==> src/fabric_pkg.sv <==
package fabric_pkg;

    // ******************************
    // address map
    // ******************************

    localparam logic [15:0] ram_base  = 16'h0000;
    localparam logic [15:0] ram_limit = 16'h3FFF;

    // four byte registers, last one reserved.
    localparam logic [15:0] hex_base  = 16'h7FF0;

    // rom runs to the top of the space.
    localparam logic [15:0] rom_base  = 16'h8000;

    // read value for holes in the map.
    localparam logic [7:0]  unmapped_data = 8'hFF;

    // ******************************
    // bus types
    // ******************************

    typedef struct packed {
        logic [15:0] addr;
        logic [7:0]  wdata;
        logic        we;
    } host_req_t;

    typedef struct packed {
        logic [7:0]  rdata;
        logic        wr_ack;
    } host_rsp_t;

    typedef enum logic [1:0] {
        tgt_ram,
        tgt_rom,
        tgt_hex,
        tgt_none
    } target_e;

endpackage

==> src/addr_decode.sv <==
`timescale 1ns/1ps

module addr_decode #(
    parameter int RAM_AW = 14,
    parameter int ROM_AW = 15
) (
    input  logic                  cap_valid,
    input  fabric_pkg::host_req_t cap_req,
    output fabric_pkg::target_e   sel,
    output logic [ROM_AW-1:0]     offset,
    output logic                  ram_we,
    output logic                  hex_we
);

    import fabric_pkg::*;

    localparam logic [16:0] ram_span = 17'd1 << RAM_AW;

    logic [15:0] rel;
    logic [15:0] ram_rel;

    assign ram_rel = cap_req.addr - ram_base;

    always_comb begin
        sel = tgt_none;
        rel = '0;
        if (cap_req.addr >= rom_base) begin
            sel = tgt_rom;
            rel = cap_req.addr - rom_base;
        end else if (cap_req.addr[15:2] == hex_base[15:2]) begin
            sel = tgt_hex;
            rel = {14'd0, cap_req.addr[1:0]};
        end else if (cap_req.addr <= ram_limit && {1'b0, ram_rel} < ram_span) begin
            // ram size follows RAM_AW, the rest is a hole.
            sel = tgt_ram;
            rel = ram_rel;
        end
    end

    assign offset = rel[ROM_AW-1:0];

    // rom and unmapped writes are dropped here.
    assign ram_we = cap_valid & cap_req.we & (sel == tgt_ram);
    assign hex_we = cap_valid & cap_req.we & (sel == tgt_hex);

endmodule

==> config.mk <==
export PLATFORM = sky130hd
export DESIGN_NAME = addr_decode
export DESIGN_NICKNAME = d
export VERILOG_FILES = /design/src/fabric_pkg.sv /design/src/addr_decode.sv
export SDC_FILE = /design/constraint.sdc
export NUM_CORES = 1
export LEC_CHECK = 0
export BUFFER_PORTS_ARGS = -buffer_cell sky130_fd_sc_hd__buf_2
export CAP_MARGIN = 40
export CELL_PAD_IN_SITES_DETAIL_PLACEMENT = 1
export CELL_PAD_IN_SITES_GLOBAL_PLACEMENT = 1
export CORE_UTILIZATION = 11
export DETAILED_ROUTE_END_ITERATION = 7
export GPL_TIMING_DRIVEN = 0
export PLACE_DENSITY_LB_ADDON = 0.1
export SKIP_LAST_GASP = 1
export SYNTH_ARGS = -nofsm -noshare
export SYNTH_HDL_FRONTEND = slang
export SYNTH_SLANG_ARGS = --single-unit
==> constraint.sdc <==
create_clock -name vclk -period 1.2
set_clock_uncertainty 0.05 [all_clocks]
set_input_delay 0.06 -clock vclk [all_inputs]
set_output_delay 0.06 -clock vclk [all_outputs]
set_load 0.02 [all_outputs]
==> flow_summary.toml <==
[placement]
portBuffers = 37
post-place-ws_ns = -0.205
hpwl_um = 663
place.gp.congestion = 0.600

[pwr]
leakagePower_nw = 0.232
ir_drop_mv = 0.121
p_per_area_nw_per_um2 = 404
finalPower_w = 0.000167

[timing]
rsz0062_at_grt = "yes"
relSlewSlack_pct = 88.9
setup_viol = 4
setup_tns_ns = -0.566
drv_slew = 0
tightest_slew_ns = 0.166
period_needed_ns = 1.37
max_clock_freq_mhz = 732
hold_viol_final = 0
period_share_pct = 114
setup_ws_ns = -0.166
fin_hold_ws_ns = 0.377

[logic_synthesis]
yosys.area_share.simple_pct = 82.7
synth-warning-count = 0
avgSynthCellArea_um2 = 6.44
synth_common_cells = "and2_1, a21boi_1"
synth_top_area_share_pct = 46.8
synth_top_family_by_area = "simple AND/OR/NAND/NOR gates"
synth_compound_area_share_pct = 12.9
synthesis.area_um2 = 174
synthesis.nets = 53
ys_types = 14
synthCells = 27
synth_top_cell_by_area = "and2_1"
ys_seq_area_share_pct = 0
synth_most_common_cell = "and2_1"
synthMuxAreaShare_pct = 0
yosys.area_share.xor_xnor_pct = 0
synth_area_leaders = "and2_1, a21boi_1, or4_4"
synth-adder-area-share_pct = 0

[clocking]
postCtsSetupRepairBufs = 0
hold_buffers = 0

[detailed_routing]
detail_route.iter0.violations = 1
first_pass_iters = 4
vias = 328
wl_um = 758
ant_nets = 0
post-route-drc-count = 0
vias_per_cell = 4.15
post_drt_wl_per_cell_um = 9.59

[finish]
n_clock_buffer = 0
syn2layout_area_growth_pct = 137
fill_cells = 177
antennaDiodeCount = 0
fin_nets = 92
multi_input_area_um2 = 174
final_core_util_pct = 29.9
seq_area_um2 = 0
seq_cell_count = 0
drive_gt1_share_pct = 65.6

[setup_path]
crit_required_ns = 1.09
cp_max_fo = 4
start_kind = "input port"
endpoint_kind = "primary output"
crit_arrival_ns = 1.26
critical_path_class = "input port to primary output"

[grt]
grt_pass1_vias = 269
grt_max_degree = 11
antenna_found_initial = 0
grt_pass1_wl_mm = 1.15
grt_overflow = 0
grt_usage_pct = 7.73

[floorplanning]
core_area_um2 = 1380
die_w_um = 41.8
core.rowCount = 13
die_h_um = 41.8
boundaryPins = 45
start_util_pct = 12.6
die_area_um2 = 1740

[hold_path]
hold_class = "input port to primary output"

[run]
max_cap_viol_count = 0

[outcome]
violations = "negative setup slack"
outcome = "finished with violations"
[critical path, cell delays in order]
cell	delay, ns
buf_6	0.09
or2_1	0.23
or4_4	0.56
a21o_1	0.19
buf_6	0.13
[routing by layer]
layer	wire, µm	up-vias	track usage, %
li1	-	165	-
met3	83	0	2.17
met2	319	18	12.2
met4	0	0	0
met1	355	145	11.0
met5	0	-	0
[worst paths after layout]
| path | from | endpoint | cells after the start |
|---|---|---|---|
| worst max-delay path | cap_req[12] | sel[0] | 5 |
| worst min-delay path | cap_req[23] | ram_we | 3 |
[cells by family after synthesis]
kind of cell           count (synthesis)
and+or+nand+nor                       22
buffers and inverters                  2
AOI/OAI and AO/OA                      3
[area by class of cell]
class	count	share of cell area (%)
repair buffers	37	51.2
multi-input cells	25	42.1
well taps	15	4.55
plain buffers	1	1.21
inverters	1	0.909
[stage by stage]
step | area (µm²) | instances
global placement | 378 | 79
detailed placement | 378 | 79
finish | 413 | 79
CTS | 398 | 79
global route | 413 | 79
floorplan | 174 | 27
[power breakdown]
group | switching (W) | internal (W) | leakage [nW]
combinational | 0.0000906 | 0.0000764 | 0.232
sequential | 0 | 0 | 0
clock | 0 | 0 | 0
total | 0.0000906 | 0.0000764 | 0.232
[cell usage in the layout (no fill, tap or decap), drive strengths merged]
cell	count
a21boi	2
a21o	1
and2	13
buf	37
clkbuf	1
inv	1
nand2	1
nand2b	1
nand3	1
nand4	1
nand4b	1
nor3	2
or2	1
or4	1
[timing repair]
item,4_1_cts,5_1_grt
pin swaps,4,1
endpoints found under the hold margin,0,0
gates resized for setup,6,5
setup endpoints to repair,4,13
gates cloned,0,0
No activity file was read; power rests on OpenSTA's default activity.
