[src/fabric_pkg.sv]
package fabric_pkg;

    // ******************************
    // address map
    // ******************************

    localparam logic [15:0] ram_base  = 16'h0000;
    localparam logic [15:0] ram_limit = 16'h3FFF;

    // four byte registers, last one reserved.
    localparam logic [15:0] hex_base  = 16'h7FF0;

    // rom runs to the top of the space.
    localparam logic [15:0] rom_base  = 16'h8000;

    // read value for holes in the map.
    localparam logic [7:0]  unmapped_data = 8'hFF;

    // ******************************
    // bus types
    // ******************************

    typedef struct packed {
        logic [15:0] addr;
        logic [7:0]  wdata;
        logic        we;
    } host_req_t;

    typedef struct packed {
        logic [7:0]  rdata;
        logic        wr_ack;
    } host_rsp_t;

    typedef enum logic [1:0] {
        tgt_ram,
        tgt_rom,
        tgt_hex,
        tgt_none
    } target_e;

endpackage

[src/bus_capture.sv]
`timescale 1ns/1ps

module bus_capture (
    input  logic                  clk,
    input  logic                  rst_n,

    // host request channel.
    input  logic                  req_valid,
    output logic                  req_ready,
    input  fabric_pkg::host_req_t req,

    // pipeline enable from the response side.
    input  logic                  adv,

    output logic                  cap_valid,
    output fabric_pkg::host_req_t cap_req
);

    logic take;

    // accept only when the whole pipeline moves.
    assign req_ready = adv;
    assign take      = adv & req_valid;

    always_ff @(posedge clk) begin
        if (!rst_n) begin
            cap_valid <= 1'b0;
        end else if (adv) begin
            // empty slot when nothing transfers.
            cap_valid <= req_valid;
        end
    end

    always_ff @(posedge clk) begin
        if (take) begin
            cap_req <= req;
        end
    end

endmodule

[config.mk]
export PLATFORM = sky130hd
export DESIGN_NAME = bus_capture
export DESIGN_NICKNAME = d
export VERILOG_FILES = /design/src/fabric_pkg.sv /design/src/bus_capture.sv
export SDC_FILE = /design/constraint.sdc
export NUM_CORES = 1
export LEC_CHECK = 0
export BUFFER_PORTS_ARGS = -buffer_cell sky130_fd_sc_hd__buf_2
export CAP_MARGIN = 25
export CORE_MARGIN = 2
export CORE_UTILIZATION = 28
export CTS_BUF_LIST = sky130_fd_sc_hd__clkbuf_8
export CTS_CLUSTER_SIZE = 12
export DETAILED_ROUTE_END_ITERATION = 6
export GPL_ROUTABILITY_DRIVEN = 0
export RECOVER_POWER = 25
export SETUP_SLACK_MARGIN = 0.05
export SLEW_MARGIN = 20
export SYNTH_ARGS = -nofsm -noshare
export SYNTH_HDL_FRONTEND = slang
export SYNTH_SLANG_ARGS = --single-unit
[constraint.sdc]
create_clock -name clk -period 0.8 [get_ports clk]
set_input_delay 0.04 -clock clk [delete_from_list [all_inputs] [get_ports clk]]
set_output_delay 0.04 -clock clk [all_outputs]
set_load 0.03 [all_outputs]
==> impl_metrics.py <==
metrics = {
    "floorplanning": {
        "die_h_um": 57.52,
        "coreArea_sq_um": 2734,
        "num_rows": 19,
        "die_area_sq_um": 3309,
        "io_pins": 56,
        "die_x_um": 57.52,
        "initial_core_util_pct": 29.34,
    },
    "timing": {
        "slew_headroom_pct": 76.33,
        "finalHoldViolCount": 0,
        "setup_viol": 25,
        "period_needed_ns": 0.8727,
        "worst_pin_slew_ns": 0.3566,
        "setup_ws_ns": -0.07270,
        "skew_ns": 0,
        "fin_crit_sh_pct": 109.1,
        "slew_violations": 0,
        "fmax_mhz": 1146,
        "rsz0062_at_grt": "true",
    },
    "clock_network": {
        "clockRootBuffer": "clkbuf_8",
        "clk_latency_ns": 0.26,
        "numCtsBuffers": 3,
        "htreeDepth": 1,
        "clk_pin_slew_ns": 0.09,
        "cts_sinks": 26,
        "clk_path_buf_depth": 2,
        "cts_tree": "yes",
        "postCtsSetupRepairBufs": 0,
    },
    "power_and_ir_drop": {
        "switching_power_w": 0.0007030,
        "power_per_cell_area_nw_per_um2": 1850,
        "leakagePower_nw": 0.6592,
        "vdd_drop_max_uv": 1574,
        "power_w": 0.002932,
        "power_frac_clock_pct": 24.9,
        "intPower_w": 0.002229,
        "power_switching_share_pct": 23.97,
        "power_frac_seq_pct": 55.7,
        "p_comb_share_pct": 19.5,
    },
    "layout": {
        "mostFrequentLayoutCells": "27 x buf_2, 26 x dlygate4sd3_1, 26 x buf_6",
        "fin_cells": 146,
        "design_area_sq_um": 1585,
        "fillers": 207,
        "antenna_cells": 0,
        "nets": 145,
        "final_core_util_pct": 57.99,
        "final_common_cell": "buf_2",
        "area_delta_synth_final_pct": 97.66,
        "final_layout_size_suffix_gt1_share_pct": 51.30,
    },
    "worst_setup_path": {
        "crit_chain": "buf_6",
        "cp_slowest_cell": "edfxtp_1",
        "cp_top_family": "flip-flops",
        "reg2reg_to": "cap_valid$_SDFFE_PN0P_",
        "worst-endpoint-required_ns": 0.76,
        "r2r_cells": 2,
        "path_buf_inv": 1,
        "startpoint": "cap_req[12]$_DFFE_PP_",
        "endpoint": "cap_req[12]",
        "rrSetupSlack_ns": 0.05,
        "start_kind": "flop",
        "worstPathMaxFanout": 1,
        "max_stage_delay_ns": 0.41,
        "end_kind": "output port",
        "path_depth": 1,
        "r2r-start": "cap_valid$_SDFFE_PN0P_",
        "arrival_ns": 0.83,
        "critical_path_class": "flop to output port",
    },
    "synth": {
        "yosysUniqueCellTypes": 6,
        "yosys.area.top_type": "edfxtp_1",
        "yosysTopAreaCellShare_pct": 93.60,
        "synth_cells": 30,
        "avgSynthCellArea_sq_um": 26.73,
        "ys_ff_latch": 26,
        "synth_area_leaders": "edfxtp_1 94%, dfxtp_1 2.5%, and2_4 1.1%",
        "syn_nets": 59,
        "yosysSeqAreaShare_pct": 96.10,
        "syn_area_sq_um": 802.0,
        "ys.warnings.count": 0,
    },
    "drt": {
        "initialDrtViolationCount": 13,
        "vias_per_cell": 4.137,
        "finalWirelength_um": 1968,
        "routedWlPerCell_um": 13.48,
        "drc": 0,
        "dr.pass1.iters": 3,
        "vias": 604,
        "ant_nets": 0,
    },
    "place": {
        "post-place-cells": 116,
        "portBuffers": 55,
        "place_area_sq_um": 1120,
    },
    "global_routing": {
        "grt_overflow_total": 0,
        "grtUsageTotal_pct": 13.33,
        "grt_pass1_wl_um": 3180,
        "grt_pass1_vias": 691,
        "grt_max_degree": 27,
        "grt_antenna_before_repair": 0,
    },
    "hold_path": {
        "hold_path.class": "input pin to flop",
    },
    "job": {
        "maxCapViolCount": 0,
    },
    "status": {
        "status": "finished with violations",
        "violations": "setup timing",
    },
}
registers in the layout, summed over array words and instances, names as in the netlist:
name and flops:
cap_req 25, cap_valid 1
cell usage after synthesis, drive strengths merged:
cell type and instances:
and2 1, buf 1, and2b 1, o21a 1
edfxtp 25, dfxtp 1
per-stage QoR:
step / worst slack, ns / hold WS (ns) / TNS [ns]
2_1_floorplan: 0.02728 / 0.1389 / 0
3_3_place_gp: -0.01497 / 0.2164 / -0.3607
3_5_place_dp: -0.03884 / 0.2183 / -0.9500
4_1_cts: -0.07236 / 0.2996 / -1.392
5_1_grt: -0.1092 / 0.3063 / -2.137
6_report: -0.07270 / 0.2969 / -1.155
per-layer routing:
metal,up-vias,GRT usage [%],routed length [um]
li1,284,-,-
met1,279,12.80,689
met2,39,25.00,1062
met3,2,4.762,204
met4,0,5.980,10
met5,-,0,0
what timing repair did:
item,4_1_cts,5_1_grt
hold buffers,26,0
pin swaps,0,0
endpoints found under the setup margin,26,27
endpoints found under the hold margin,26,0
resized for setup,52,0
kinds of logic (layout without fill, tap and decap cells):
| logic type | after synthesis | in the layout | share of synthesized area [%] |
|---|---|---|---|
| buffers and inverters | 1 | 86 | 0.9364 |
| AO/OA/AOI/OAI | 1 | 1 | 0.9364 |
| flip-flops | 26 | 26 | 96.10 |
| AND/OR/NAND/NOR | 2 | 2 | 2.029 |
area by class of cell:
class | count | area [sq um] | area share, %
clock buffers | 3 | 41.29 | 2.605
flip-flops and latches | 26 | 774.5 | 48.86
well taps | 31 | 38.79 | 2.447
repair buffers | 82 | 703.2 | 44.36
multi-input cells | 3 | 23.77 | 1.500
clock inverters | 1 | 3.754 | 0.2368
power groups by stage:
stage / Sequential (W) / Clock [W] / Combinational [W]
2_1_floorplan: 0.00183 / 0 / 0.0000344
3_3_place_gp: 0.00164 / 0 / 0.000369
3_5_place_dp: 0.00164 / 0 / 0.000373
4_1_cts: 0.00163 / 0.000743 / 0.000567
5_1_grt: 0.00164 / 0.000817 / 0.000597
6_report: 0.00163 / 0.000729 / 0.000571
worst min-delay path by stage:
| stage | startpoint | end | slack, ns | cells past startpoint |
|---|---|---|---|---|
| 2_1_floorplan | req[0] | cap_req[0]$_DFFE_PP_ | 0.14 | 0 |
| 3_3_place_gp | req[21] | cap_req[21]$_DFFE_PP_ | 0.22 | 1 |
| 3_5_place_dp | req[21] | cap_req[21]$_DFFE_PP_ | 0.22 | 1 |
| 4_1_cts | req_valid | cap_req[8]$_DFFE_PP_ | 0.30 | 2 |
| 5_1_grt | adv | cap_valid$_SDFFE_PN0P_ | 0.31 | 4 |
| 6_report | adv | cap_valid$_SDFFE_PN0P_ | 0.30 | 4 |
(Power assumes the default switching activity.)
