## src/fabric_pkg.sv

```systemverilog
package fabric_pkg;

    // ******************************
    // address map
    // ******************************

    localparam logic [15:0] ram_base  = 16'h0000;
    localparam logic [15:0] ram_limit = 16'h3FFF;

    // four byte registers, last one reserved.
    localparam logic [15:0] hex_base  = 16'h7FF0;

    // rom runs to the top of the space.
    localparam logic [15:0] rom_base  = 16'h8000;

    // read value for holes in the map.
    localparam logic [7:0]  unmapped_data = 8'hFF;

    // ******************************
    // bus types
    // ******************************

    typedef struct packed {
        logic [15:0] addr;
        logic [7:0]  wdata;
        logic        we;
    } host_req_t;

    typedef struct packed {
        logic [7:0]  rdata;
        logic        wr_ack;
    } host_rsp_t;

    typedef enum logic [1:0] {
        tgt_ram,
        tgt_rom,
        tgt_hex,
        tgt_none
    } target_e;

endpackage

```

## src/resp_stage.sv

```systemverilog
`timescale 1ns/1ps

module resp_stage (
    input  logic                  clk,
    input  logic                  rst_n,
    input  logic                  cap_valid,
    input  logic                  is_write,
    input  fabric_pkg::target_e   sel,
    input  logic [7:0]            ram_rdata,
    input  logic [7:0]            rom_rdata,
    input  logic [7:0]            hex_rdata,
    output logic                  adv,
    output logic                  rsp_valid,
    input  logic                  rsp_ready,
    output fabric_pkg::host_rsp_t rsp
);

    import fabric_pkg::*;

    logic       s2_valid;
    logic       s2_write;
    target_e    s2_sel;
    logic [7:0] rd_mux;

    // move when the output slot is free or draining.
    assign adv = ~rsp_valid | rsp_ready;

    // ******************************
    // stage 2, beside the memory read
    // ******************************

    always_ff @(posedge clk) begin
        if (!rst_n) begin
            s2_valid <= 1'b0;
        end else if (adv) begin
            s2_valid <= cap_valid;
        end
    end

    always_ff @(posedge clk) begin
        if (adv) begin
            s2_sel   <= sel;
            s2_write <= is_write;
        end
    end

    always_comb begin
        case (s2_sel)
            tgt_ram: rd_mux = ram_rdata;
            tgt_rom: rd_mux = rom_rdata;
            tgt_hex: rd_mux = hex_rdata;
            default: rd_mux = unmapped_data;
        endcase
    end

    // ******************************
    // response register
    // ******************************

    always_ff @(posedge clk) begin
        if (!rst_n) begin
            rsp_valid <= 1'b0;
        end else if (adv) begin
            rsp_valid <= s2_valid;
        end
    end

    always_ff @(posedge clk) begin
        if (adv) begin
            rsp.rdata  <= s2_write ? 8'h00 : rd_mux;
            rsp.wr_ack <= s2_write;
        end
    end

endmodule
```

## config.mk

```make
export PLATFORM = sky130hd
export DESIGN_NAME = resp_stage
export DESIGN_NICKNAME = d
export VERILOG_FILES = /design/src/fabric_pkg.sv /design/src/resp_stage.sv
export SDC_FILE = /design/constraint.sdc
export NUM_CORES = 1
export LEC_CHECK = 0
export BUFFER_PORTS_ARGS = -buffer_cell sky130_fd_sc_hd__buf_4
export CAP_MARGIN = 20
export CORE_MARGIN = 2
export CORE_UTILIZATION = 41
export CTS_BUF_LIST = sky130_fd_sc_hd__clkbuf_8 sky130_fd_sc_hd__clkbuf_16
export DETAILED_ROUTE_END_ITERATION = 10
export GPL_ROUTABILITY_DRIVEN = 0
export PLACE_DENSITY = 0.77
export SETUP_SLACK_MARGIN = 0.4
export SKIP_LAST_GASP = 1
export SLEW_MARGIN = 20
export SYNTH_ARGS = -nofsm -noshare
export SYNTH_HDL_FRONTEND = slang
export SYNTH_SLANG_ARGS = --single-unit
```

## constraint.sdc

```tcl
create_clock -name clk -period 1.5 [get_ports clk]
set_input_delay 0.225 -clock clk [delete_from_list [all_inputs] [get_ports clk]]
set_output_delay 0.225 -clock clk [all_outputs]
set_load 0.02 [all_outputs]
```

==> impl_metrics.prom <==
# TYPE chip_impl_metric gauge
chip_impl_metric{name="report.power.total",unit="mW"} 1.05
chip_impl_metric{name="postCtsHoldBufs",unit=""} 0
chip_impl_metric{name="clock_sinks",unit=""} 14
chip_impl_metric{name="maxSlewHeadroom",unit="%"} 77.5
chip_impl_metric{name="crit_required",unit="ns"} 1.48
chip_impl_metric{name="worst_ir_drop_vdd",unit="µV"} 715
chip_impl_metric{name="synth_cell_type_count",unit=""} 15
chip_impl_metric{name="detail-route-antenna-nets",unit=""} 0
chip_impl_metric{name="grt_start_max_net_pins",unit=""} 15
chip_impl_metric{name="worst_skew_pair.late_latency",unit="ns"} 0.24
chip_impl_metric{name="floorplan.die.width",unit="µm"} 45.0
chip_impl_metric{name="num_antenna_cells",unit=""} 0
chip_impl_metric{name="wl_per_cell",unit="µm"} 14.9
chip_impl_metric{name="path_clk_slew",unit="ns"} 0.06
chip_impl_info{name="clk_root_buffer_cell",value="clkbuf_8"} 1
chip_impl_info{name="min-delay-path-class",value="primary input to flip-flop"} 1
chip_impl_metric{name="clock-skew-final",unit="ns"} 0.00259
chip_impl_metric{name="finalHoldWorstSlack",unit="ns"} 0.158
chip_impl_metric{name="number_of_standard_cell_rows_in_the_floorplan",unit=""} 14
chip_impl_metric{name="detail_route.iter0.violations",unit=""} 7
chip_impl_metric{name="part_of_the_yosys_area_used_for_sequential_elements",unit="%"} 58.2
chip_impl_metric{name="fillers",unit=""} 111
chip_impl_metric{name="io_pins",unit=""} 42
chip_impl_metric{name="via_count_of_the_first_global_routing_pass",unit=""} 577
chip_impl_info{name="cts_tree",value="done"} 1
chip_impl_metric{name="power.density",unit="nW/µm²"} 935
chip_impl_metric{name="initial_core_util",unit="%"} 44.6
chip_impl_metric{name="finalCriticalPeriod",unit="ns"} 1.31
chip_impl_metric{name="max_cap_viol_count",unit=""} 0
chip_impl_metric{name="syn_area",unit="µm²"} 688
chip_impl_metric{name="die_y",unit="µm"} 45.0
chip_impl_metric{name="setup-tns-final",unit="ns"} 0
chip_impl_info{name="yosys-top-cells-area",value="edfxtp_1 (52%), mux2_4 (17%), o22ai_1 (6.4%)"} 1
chip_impl_metric{name="clk_path_buf_depth",unit=""} 2
chip_impl_metric{name="ctsHtreeMaxLevel",unit=""} 1
chip_impl_metric{name="critPathMaxFanout",unit=""} 7
chip_impl_metric{name="synth.yosys.warnings",unit=""} 0
chip_impl_metric{name="detailroute.via_count",unit=""} 562
chip_impl_metric{name="critPathArrivalTime",unit="ns"} 1.30
chip_impl_info{name="unrepaired_setup_endpoints_after_global_routing",value="yes"} 1
chip_impl_metric{name="track_usage",unit="%"} 17.5
chip_impl_metric{name="syn-num-nets",unit=""} 79
chip_impl_metric{name="slew_viol_final",unit=""} 0
chip_impl_info{name="final_cell_mix",value="buf_4 (44), edfxtp_1 (12), mux2_4 (8), o22ai_2 (8), nor2_1 (8)"} 1
chip_impl_metric{name="wirelength",unit="µm"} 1640
chip_impl_info{name="end_kind",value="flip-flop"} 1
chip_impl_metric{name="overflow",unit=""} 0
chip_impl_metric{name="drt_pre_antenna_iters",unit=""} 2
chip_impl_metric{name="timing.final.crit_share",unit="%"} 87.5
chip_impl_metric{name="worst_pin_slew",unit="ns"} 0.337
chip_impl_metric{name="layout-area-overhead-vs-synth",unit="%"} 63.5
chip_impl_metric{name="viasPerCell",unit=""} 5.11
chip_impl_info{name="cp_launch_type",value="flip-flop"} 1
chip_impl_metric{name="core_box_area",unit="µm²"} 1540
chip_impl_metric{name="sequential_area",unit="µm²"} 402
chip_impl_metric{name="cellLeakagePower",unit="nW"} 0.540
chip_impl_metric{name="numCtsBuffers",unit=""} 3
chip_impl_metric{name="design.final.nets",unit=""} 126
chip_impl_metric{name="finalSetupViolations",unit=""} 0
chip_impl_metric{name="placed_cells_incl_taps",unit=""} 101
chip_impl_metric{name="fmax",unit="MHz"} 762
chip_impl_metric{name="placement.io_buffers",unit=""} 41
chip_impl_metric{name="drc",unit=""} 0
chip_impl_metric{name="syn_avg_cell_area",unit="µm²"} 14.3
chip_impl_metric{name="finalHoldViolCount",unit=""} 0
chip_impl_info{name="status",value="completed"} 1
chip_impl_metric{name="netlist_instances",unit=""} 48
chip_impl_info{name="critical_path_class",value="flip-flop to flip-flop"} 1
chip_impl_metric{name="die_area",unit="µm²"} 2020
chip_impl_metric{name="antenna_violations_before_repair",unit=""} 0
chip_impl_metric{name="synth.ff_latch_count",unit=""} 14
chip_impl_metric{name="layout.cells.non_filler",unit=""} 110
chip_impl_metric{name="area_of_the_multi_input_gates",unit="µm²"} 302
chip_impl_metric{name="layout-drive-gt1-share",unit="%"} 72.3
chip_impl_metric{name="synth_top_area_share",unit="%"} 52.4
chip_impl_info{name="mostFrequentLayoutCell",value="buf_4"} 1
chip_impl_info{name="cell_taking_the_most_area_after_synthesis",value="edfxtp_1"} 1
chip_impl_metric{name="final_core_util",unit="%"} 73.0
chip_impl_metric{name="grt_first_pass_wirelength",unit="µm"} 2440
chip_impl_metric{name="dp.final_hpwl",unit="µm"} 1180
[stage by stage]
step                setup slack [ns]  cell area, µm²
global route                   0.134            1120
detailed placement            0.0642             985
finish                         0.188            1120
CTS                            0.212            1120
global placement               0.107             985
floorplan                      0.266             691
[power breakdown]
part | switching [mW] | internal (mW)
Sequential | 0.0193 | 0.465
Combinational | 0.109 | 0.155
Clock | 0.123 | 0.181
Total | 0.251 | 0.800
[layout make-up]
cell class | count | share of cell area (%)
Clock inverter | 1 | 0.334
Clock buffer | 3 | 3.67
Sequential cell | 14 | 35.7
Tap cell | 16 | 1.78
Timing Repair Buffer | 46 | 31.4
Inverter | 1 | 0.334
Multi-Input combinational cell | 29 | 26.8
[kinds of logic after synthesis]
logic type,Yosys count,synth area share [%]
buffers and inverters,5,5.45
DFF,14,58.2
AOI/OAI and AO/OA,9,9.27
muxes,9,18.9
and+or+nand+nor,11,8.18
[what timing repair did]
action,CTS,global route
pin swaps,3,3
endpoints found under the hold margin,0,0
buffers inserted,5,0
gates resized for setup,10,1
endpoints found under the setup margin,9,9
[path summary, 6_finish.rpt]
| check | from | to | slack (ns) | cells past startpoint |
|---|---|---|---|---|
| hold / removal | sel[1] | s2_sel[1] | 0.16 | 1 |
| hold reg to reg | s2_valid | rsp_valid | 0.46 | 2 |
| setup reg to reg | s2_sel[0] | rsp[8] | 0.19 | 4 |
| setup / recovery | s2_sel[0] | rsp[8] | 0.19 | 4 |
[sequential cells by signal, summed over array words and instances (netlist names)]
signal     cells
rsp            9
s2_sel         2
rsp_valid      1
s2_valid       1
s2_write       1
[cell usage after synthesis, drive strengths merged]
cell type  instances
nor2b              1
mux2               8
dfxtp              2
o22ai              8
nor2               8
edfxtp            12
buf                4
inv                1
nand2b             2
a21boi             1
mux2i              1
[worst max-delay path: stages, from the launching register on]
cell	delay, ns
edfxtp_1	0.42
buf_6	0.17
mux2_4	0.30
o22ai_2	0.11
nor2_1	0.06
[routing by layer]
| metal | global-route usage [%] | vias to the layer above | wire [µm] |
|---|---|---|---|
| li1 | - | 269 | - |
| met1 | 17.2 | 266 | 557 |
| met2 | 31.7 | 23 | 939 |
| met3 | 4.40 | 4 | 108 |
| met4 | 11.8 | 0 | 29 |
| met5 | 0 | - | 0 |
No activity file was read; power rests on OpenSTA's default activity.
