### config.mk
export PLATFORM = sky130hd
export DESIGN_NAME = hex_display
export DESIGN_NICKNAME = d
export VERILOG_FILES = /design/src/hex_display.sv
export SDC_FILE = /design/constraint.sdc
export NUM_CORES = 1
export LEC_CHECK = 0
export ABC_AREA = 1
export BUFFER_PORTS_ARGS = -buffer_cell sky130_fd_sc_hd__buf_2
export CORE_ASPECT_RATIO = 0.5
export CORE_MARGIN = 2
export CORE_UTILIZATION = 43
export DETAILED_ROUTE_END_ITERATION = 10
export PLACE_DENSITY = 0.67
export SYNTH_ARGS = -nofsm -noshare
export SYNTH_HDL_FRONTEND = slang
export SYNTH_SLANG_ARGS = --single-unit
### constraint.sdc
create_clock -name clk -period 1.1 [get_ports clk]
set_input_delay 0.055 -clock clk [delete_from_list [all_inputs] [get_ports clk]]
set_output_delay 0.055 -clock clk [all_outputs]
set_load 0.05 [all_outputs]
### src/hex_display.sv
`timescale 1ns/1ps

module hex_display (
    input  logic       clk,
    input  logic       rst_n,
    input  logic       en,
    input  logic       we,
    input  logic [1:0] idx,
    input  logic [7:0] wdata,
    output logic [7:0] rdata,
    output logic [6:0] hex0,
    output logic [6:0] hex1,
    output logic [6:0] hex2,
    output logic [6:0] hex3,
    output logic [6:0] hex4,
    output logic [6:0] hex5
);

    logic [7:0] disp_q [0:2];

    // active low, bit 0 is segment a.
    function automatic logic [6:0] seg7(input logic [3:0] nib);
        logic [6:0] seg;
        case (nib)
            4'h0:    seg = 7'b1000000;
            4'h1:    seg = 7'b1111001;
            4'h2:    seg = 7'b0100100;
            4'h3:    seg = 7'b0110000;
            4'h4:    seg = 7'b0011001;
            4'h5:    seg = 7'b0010010;
            4'h6:    seg = 7'b0000010;
            4'h7:    seg = 7'b1111000;
            4'h8:    seg = 7'b0000000;
            4'h9:    seg = 7'b0010000;
            4'hA:    seg = 7'b0001000;
            4'hB:    seg = 7'b0000011;
            4'hC:    seg = 7'b1000110;
            4'hD:    seg = 7'b0100001;
            4'hE:    seg = 7'b0000110;
            default: seg = 7'b0001110;
        endcase
        return seg;
    endfunction

    always_ff @(posedge clk) begin
        if (!rst_n) begin
            disp_q[0] <= '0;
            disp_q[1] <= '0;
            disp_q[2] <= '0;
        end else if (en && we && idx != 2'd3) begin
            disp_q[idx] <= wdata;
        end
    end

    // same latency as the memories.
    always_ff @(posedge clk) begin
        if (en) begin
            rdata <= (idx == 2'd3) ? 8'h00 : disp_q[idx];
        end
    end

    assign hex0 = seg7(disp_q[0][3:0]);
    assign hex1 = seg7(disp_q[0][7:4]);
    assign hex2 = seg7(disp_q[1][3:0]);
    assign hex3 = seg7(disp_q[1][7:4]);
    assign hex4 = seg7(disp_q[2][3:0]);
    assign hex5 = seg7(disp_q[2][7:4]);

endmodule

==> reports/qor.txt, run 1 <==
status: did not finish
Failed at: 5_1_grt
Tool Error: [ERROR GRT-0232] Routing congestion too high. Check the congestion heatmap in the GUI.
remaining global-route overflow: 174
hold_buf cts: 0
area leader, netlist: edfxtp_1
most common cell in the netlist: nand2_1
flops & latches, synth: 32
post-synth design cell area: 2800 um2
# IOs: 64
routability congestion estimate: 0.926
CTS Buffer Depth: 2
Initial Utilization: 45.3%
initial antenna violation count: 3
die width: 118 um
clock sink count: 32
Detail Placement HPWL: 6290 um
Post-synth ARST share: 0%
Cell variety after synth: 19
register area share after synthesis: 34.3%
largest net degree at the start of global routing: 15
Worst End Pin Type: output port
Post-synth EDFFs: 32
Post-Syn Nets: 419
Die Height: 61.1 um
prevailing post-synth register cell: edfxtp_1
post-synth top area share: 34.3%
number of CTS-inserted buffers: 5
clk root buf: clkbuf_16
synth warn: 0
I/O Buffers: 63
Mapped Cells: 363
Cell Rows: 20
CTS H-tree lvls: 2
largest cells by area after synthesis: edfxtp_1, ha_1, nand2_1
Total GRT Usage: 79.8%
Synth top cells by count: nand2_1, o21ai_0, ha_1, inv_1, edfxtp_1
critical endpoint after global-route timing repair: hex4[4]
Mapped Avg Cell Area: 7.72 um2
[kinds of logic after synthesis]
logic type / after synthesis / share of synthesized area (%)
and+or+nand+nor: 166 / 25.2
AOI/OAI and AO/OA: 69 / 13.7
buffers and inverters: 54 / 8.08
adders and majority gates: 42 / 18.7
DFF: 32 / 34.3
[routing by layer]
metal,GRT usage (%),overflow
met1,76.7,0
met4,102,102
met5,17.5,0
met3,60.6,0
met2,99.1,72
[timing repair]
action | 4_1_cts
gates cloned | 0
pin swaps | 33
setup buffers | 22
gates resized for setup | 206
endpoints found under the setup margin | 46
[per-stage QoR]
step	TNS (ns)	setup WS [ns]	utilization [%]	cells	cell area, um2
CTS	-19.44	-0.530	87.3	624	5400
detailed placement	-12.67	-0.394	71.2	596	4400
global placement	-10.97	-0.336	71.2	596	4400
floorplan	-6.29	-0.251	-	363	3340
==> run 2: changes to the inputs <==
--- a/config.mk
+++ b/config.mk
@@ -7,11 +7,10 @@
 export LEC_CHECK = 0
 export ABC_AREA = 1
 export BUFFER_PORTS_ARGS = -buffer_cell sky130_fd_sc_hd__buf_2
-export CORE_ASPECT_RATIO = 0.5
 export CORE_MARGIN = 2
-export CORE_UTILIZATION = 43
+export CORE_UTILIZATION = 28
 export DETAILED_ROUTE_END_ITERATION = 10
-export PLACE_DENSITY = 0.67
+export PLACE_DENSITY_LB_ADDON = 0.15
 export SYNTH_ARGS = -nofsm -noshare
 export SYNTH_HDL_FRONTEND = slang
 export SYNTH_SLANG_ARGS = --single-unit
==> constraint.sdc (replaced) <==
create_clock -name clk -period 1.4 [get_ports clk]
set_input_delay 0.07 -clock clk [delete_from_list [all_inputs] [get_ports clk]]
set_output_delay 0.07 -clock clk [all_outputs]
set_load 0.05 [all_outputs]
==> reports/qor.txt, run 2 <==
status: finished, violations left
failing checks: setup timing
sequential share of power: 29.2%
Hold EP: disp_q[0][3]$_SDFFCE_PN0P_
Initial DRC Count: 101
min-delay src: wdata[3]
Synth top cells by count: nand2_1, o21ai_0, ha_1, inv_1, edfxtp_1
Gate power share: 49.8%
Post-Synth XOR/XNOR Area: 0%
Placement Setup Slack: -0.0704 ns
Cell Rows: 36
FF+latch area: 961 um2
r2r setup slk: 0.15 ns
Compound-Gate Fraction of Synth Area: 13.7%
vias in the first global route: 2,901
final setup margin: -0.232 ns
biggest registers after layout: disp_q (24), rdata (8)
average wire per standard cell: 13.6 um
Arr. time, crit path: 1.56 ns
global-route wire length before repair: 13,700 um
CTS tree: done
Psw: 1.62 mW
post-synth design cell area: 2800 um2
largest cells by area after synthesis: edfxtp_1, ha_1, nand2_1
worst min path class: input port to flip-flop
Cell variety after synth: 19
Sw Ratio: 39.5%
max reg flops: 24
post-synth top area share: 34.3%
routability congestion estimate: 0.799
Die Height: 104 um
worst clock skew: 0.00569 ns
R2R depth: 6
clock sink count: 32
Via Count: 2,949
endpoints failing setup: 42
Placeable Area: 9730 um2
# fillers: 856
Total GRT Usage: 15.2%
Clock Pin Slew Worst Setup and Hold Paths: 0.07 ns
Antenna Nets Post-Route: 0
clk root buf: clkbuf_8
Area Overhead vs Synth: 92.2%
I/O Buffers: 63
Post-Syn Nets: 419
area leader, netlist: edfxtp_1
final core utilization: 55.4%
Clk pwr share: 21.1%
most frequent cells in the layout: nand2_1, buf_6, buf_4
Post-route DRC: 0
flops & latches, synth: 32
number of CTS-inserted buffers: 5
maximum vdd drop: 0.372 mV
Mapped Cells: 363
fin crit share: 117%
remaining global-route overflow: 0
Worst setup SP type: flip-flop
Post-synth EDFFs: 32
Slew @ Worst Pin: 0.339 ns
R2R Path End: rdata[2]$_SDFFCE_PP0P_
Peak Freq: 613 MHz
CP max FO: 5
Max-slew headroom: 77.3%
routed vias/inst: 4.53
multi-input combinational cell area: 2510 um2
Mapped Avg Cell Area: 7.72 um2
# IOs: 64
register area share after synthesis: 34.3%
most common cell after layout, fill and taps aside: nand2_1
mux cell area share after synthesis: 0%
Post-Route WL: 8850 um
MaxCap Viol Count: 0
Post-synth ARST share: 0%
prevailing post-synth register cell: edfxtp_1
RSZ-0062 raised after global routing: yes
DIE AREA: 10,800 um2
Worst EP required: 1.33 ns
initial antenna violation count: 0
CTS H-tree lvls: 2
n_diodes: 0
crit path capture type: output pin
Pleak: 2.47 nW
Biggest register: disp_q
synth warn: 0
most common cell in the netlist: nand2_1
cell-internal power: 2.48 mW
Initial Utilization: 28.8%
largest family of logic cells by synthesized area: simple AND/OR/NAND/NOR gates
area fraction in and, or, nand and nor cells after synthesis: 25.2%
worst-skew pair later-pin latency: 0.28 ns
Setup CP Type: flip-flop to output pin
fin crit period: 1.63 ns
hold path depth: 3
Layout Nets: 573
Cell Pwr Density: 762 nW/um2
largest net degree at the start of global routing: 11
Detail Placement HPWL: 5870 um
fraction of layout cells with a size suffix above 1: 63.3%
endpoints failing hold: 0
reg-to-reg critical path startpoint: disp_q[1][2]$_SDFFCE_PN0P_
max-slew violations: 0
post-synthesis adder-cell area fraction: 18.8%
die width: 104 um
CTS Buffer Depth: 2
Detailed Routing Iterations Pass 1: 4
run 2: power groups by stage:
stage | Clock (mW) | Combinational (mW) | Sequential [mW]
6_report | 0.865 | 2.04 | 1.20
5_1_grt | 0.925 | 2.16 | 1.20
4_1_cts | 0.882 | 1.82 | 1.19
3_5_place_dp | 0 | 1.38 | 1.21
3_3_place_gp | 0 | 1.38 | 1.21
2_1_floorplan | 0 | 0.937 | 1.25
run 2: cells by family (layout without fill, tap and decap cells):
logic type      count (synthesis)  in the layout
buf+inv                        54            209
flops                          32             32
fa+ha+maj                      42             42
compound gates                 69             69
simple gates                  166            166
run 2: routing by layer:
layer  routed length (um)  global-route usage (%)  vias to the layer above
met2                 4620                    26.0                       54
met1                 3920                    20.1                     1384
met5                    0                       0                        -
met3                  252                    2.19                        6
li1                     -                       -                     1505
met4                   55                    3.57                        0
run 2: per-stage QoR:
step	cell area [um2]	instances	total power, mW	hold WS (ns)	TNS (ns)
2_1_floorplan	2980	363	2.19	0.182	-0.508
3_3_place_gp	3800	602	2.59	0.425	-0.0867
3_5_place_dp	3800	602	2.59	0.431	-0.186
4_1_cts	4910	642	3.90	0.137	-6.79
5_1_grt	5390	651	4.29	0.160	-9.63
6_report	5390	651	4.11	0.149	-6.46
run 2: worst max path at each step:
| stage | cells after the start | slack, ns | endpoint | from |
|---|---|---|---|---|
| after global placement | 6 | -0.04 | hex2[3] | disp_q[1][0]$_SDFFCE_PN0P_ |
| after floorplan | 4 | -0.25 | hex4[4] | disp_q[2][1]$_SDFFCE_PN0P_ |
| final | 8 | -0.23 | hex2[0] | disp_q[1][1]$_SDFFCE_PN0P_ |
| after CTS | 6 | -0.23 | hex2[3] | disp_q[1][0]$_SDFFCE_PN0P_ |
| after global routing | 8 | -0.34 | hex2[0] | disp_q[1][1]$_SDFFCE_PN0P_ |
| after detailed placement | 6 | -0.07 | hex2[3] | disp_q[1][0]$_SDFFCE_PN0P_ |
run 2: worst max-delay path: stages (launching register included):
cell	delay [ns]
edfxtp_1	0.43
inv_2	0.17
buf_6	0.11
ha_1	0.15
nand2_2	0.06
o21ai_1	0.07
nand2_1	0.07
nand3_2	0.07
buf_6	0.15
run 2: cell type report:
class                      instances  area share [%]
multi-input combinational        277            46.7
timing repair buffer             159            27.3
sequential                        32            17.8
inverter                          42            3.11
tap                              133            3.09
clock buffer                       6            1.35
clock inverter                     2           0.650
run 2: repair_timing:
item / in CTS / in global routing
pin swaps: 45 / 44
endpoints found under the setup margin: 42 / 42
hold buffers: 0 / 0
resized for setup: 213 / 99
buffers inserted: 32 / 12
(Power assumes the default switching activity.)
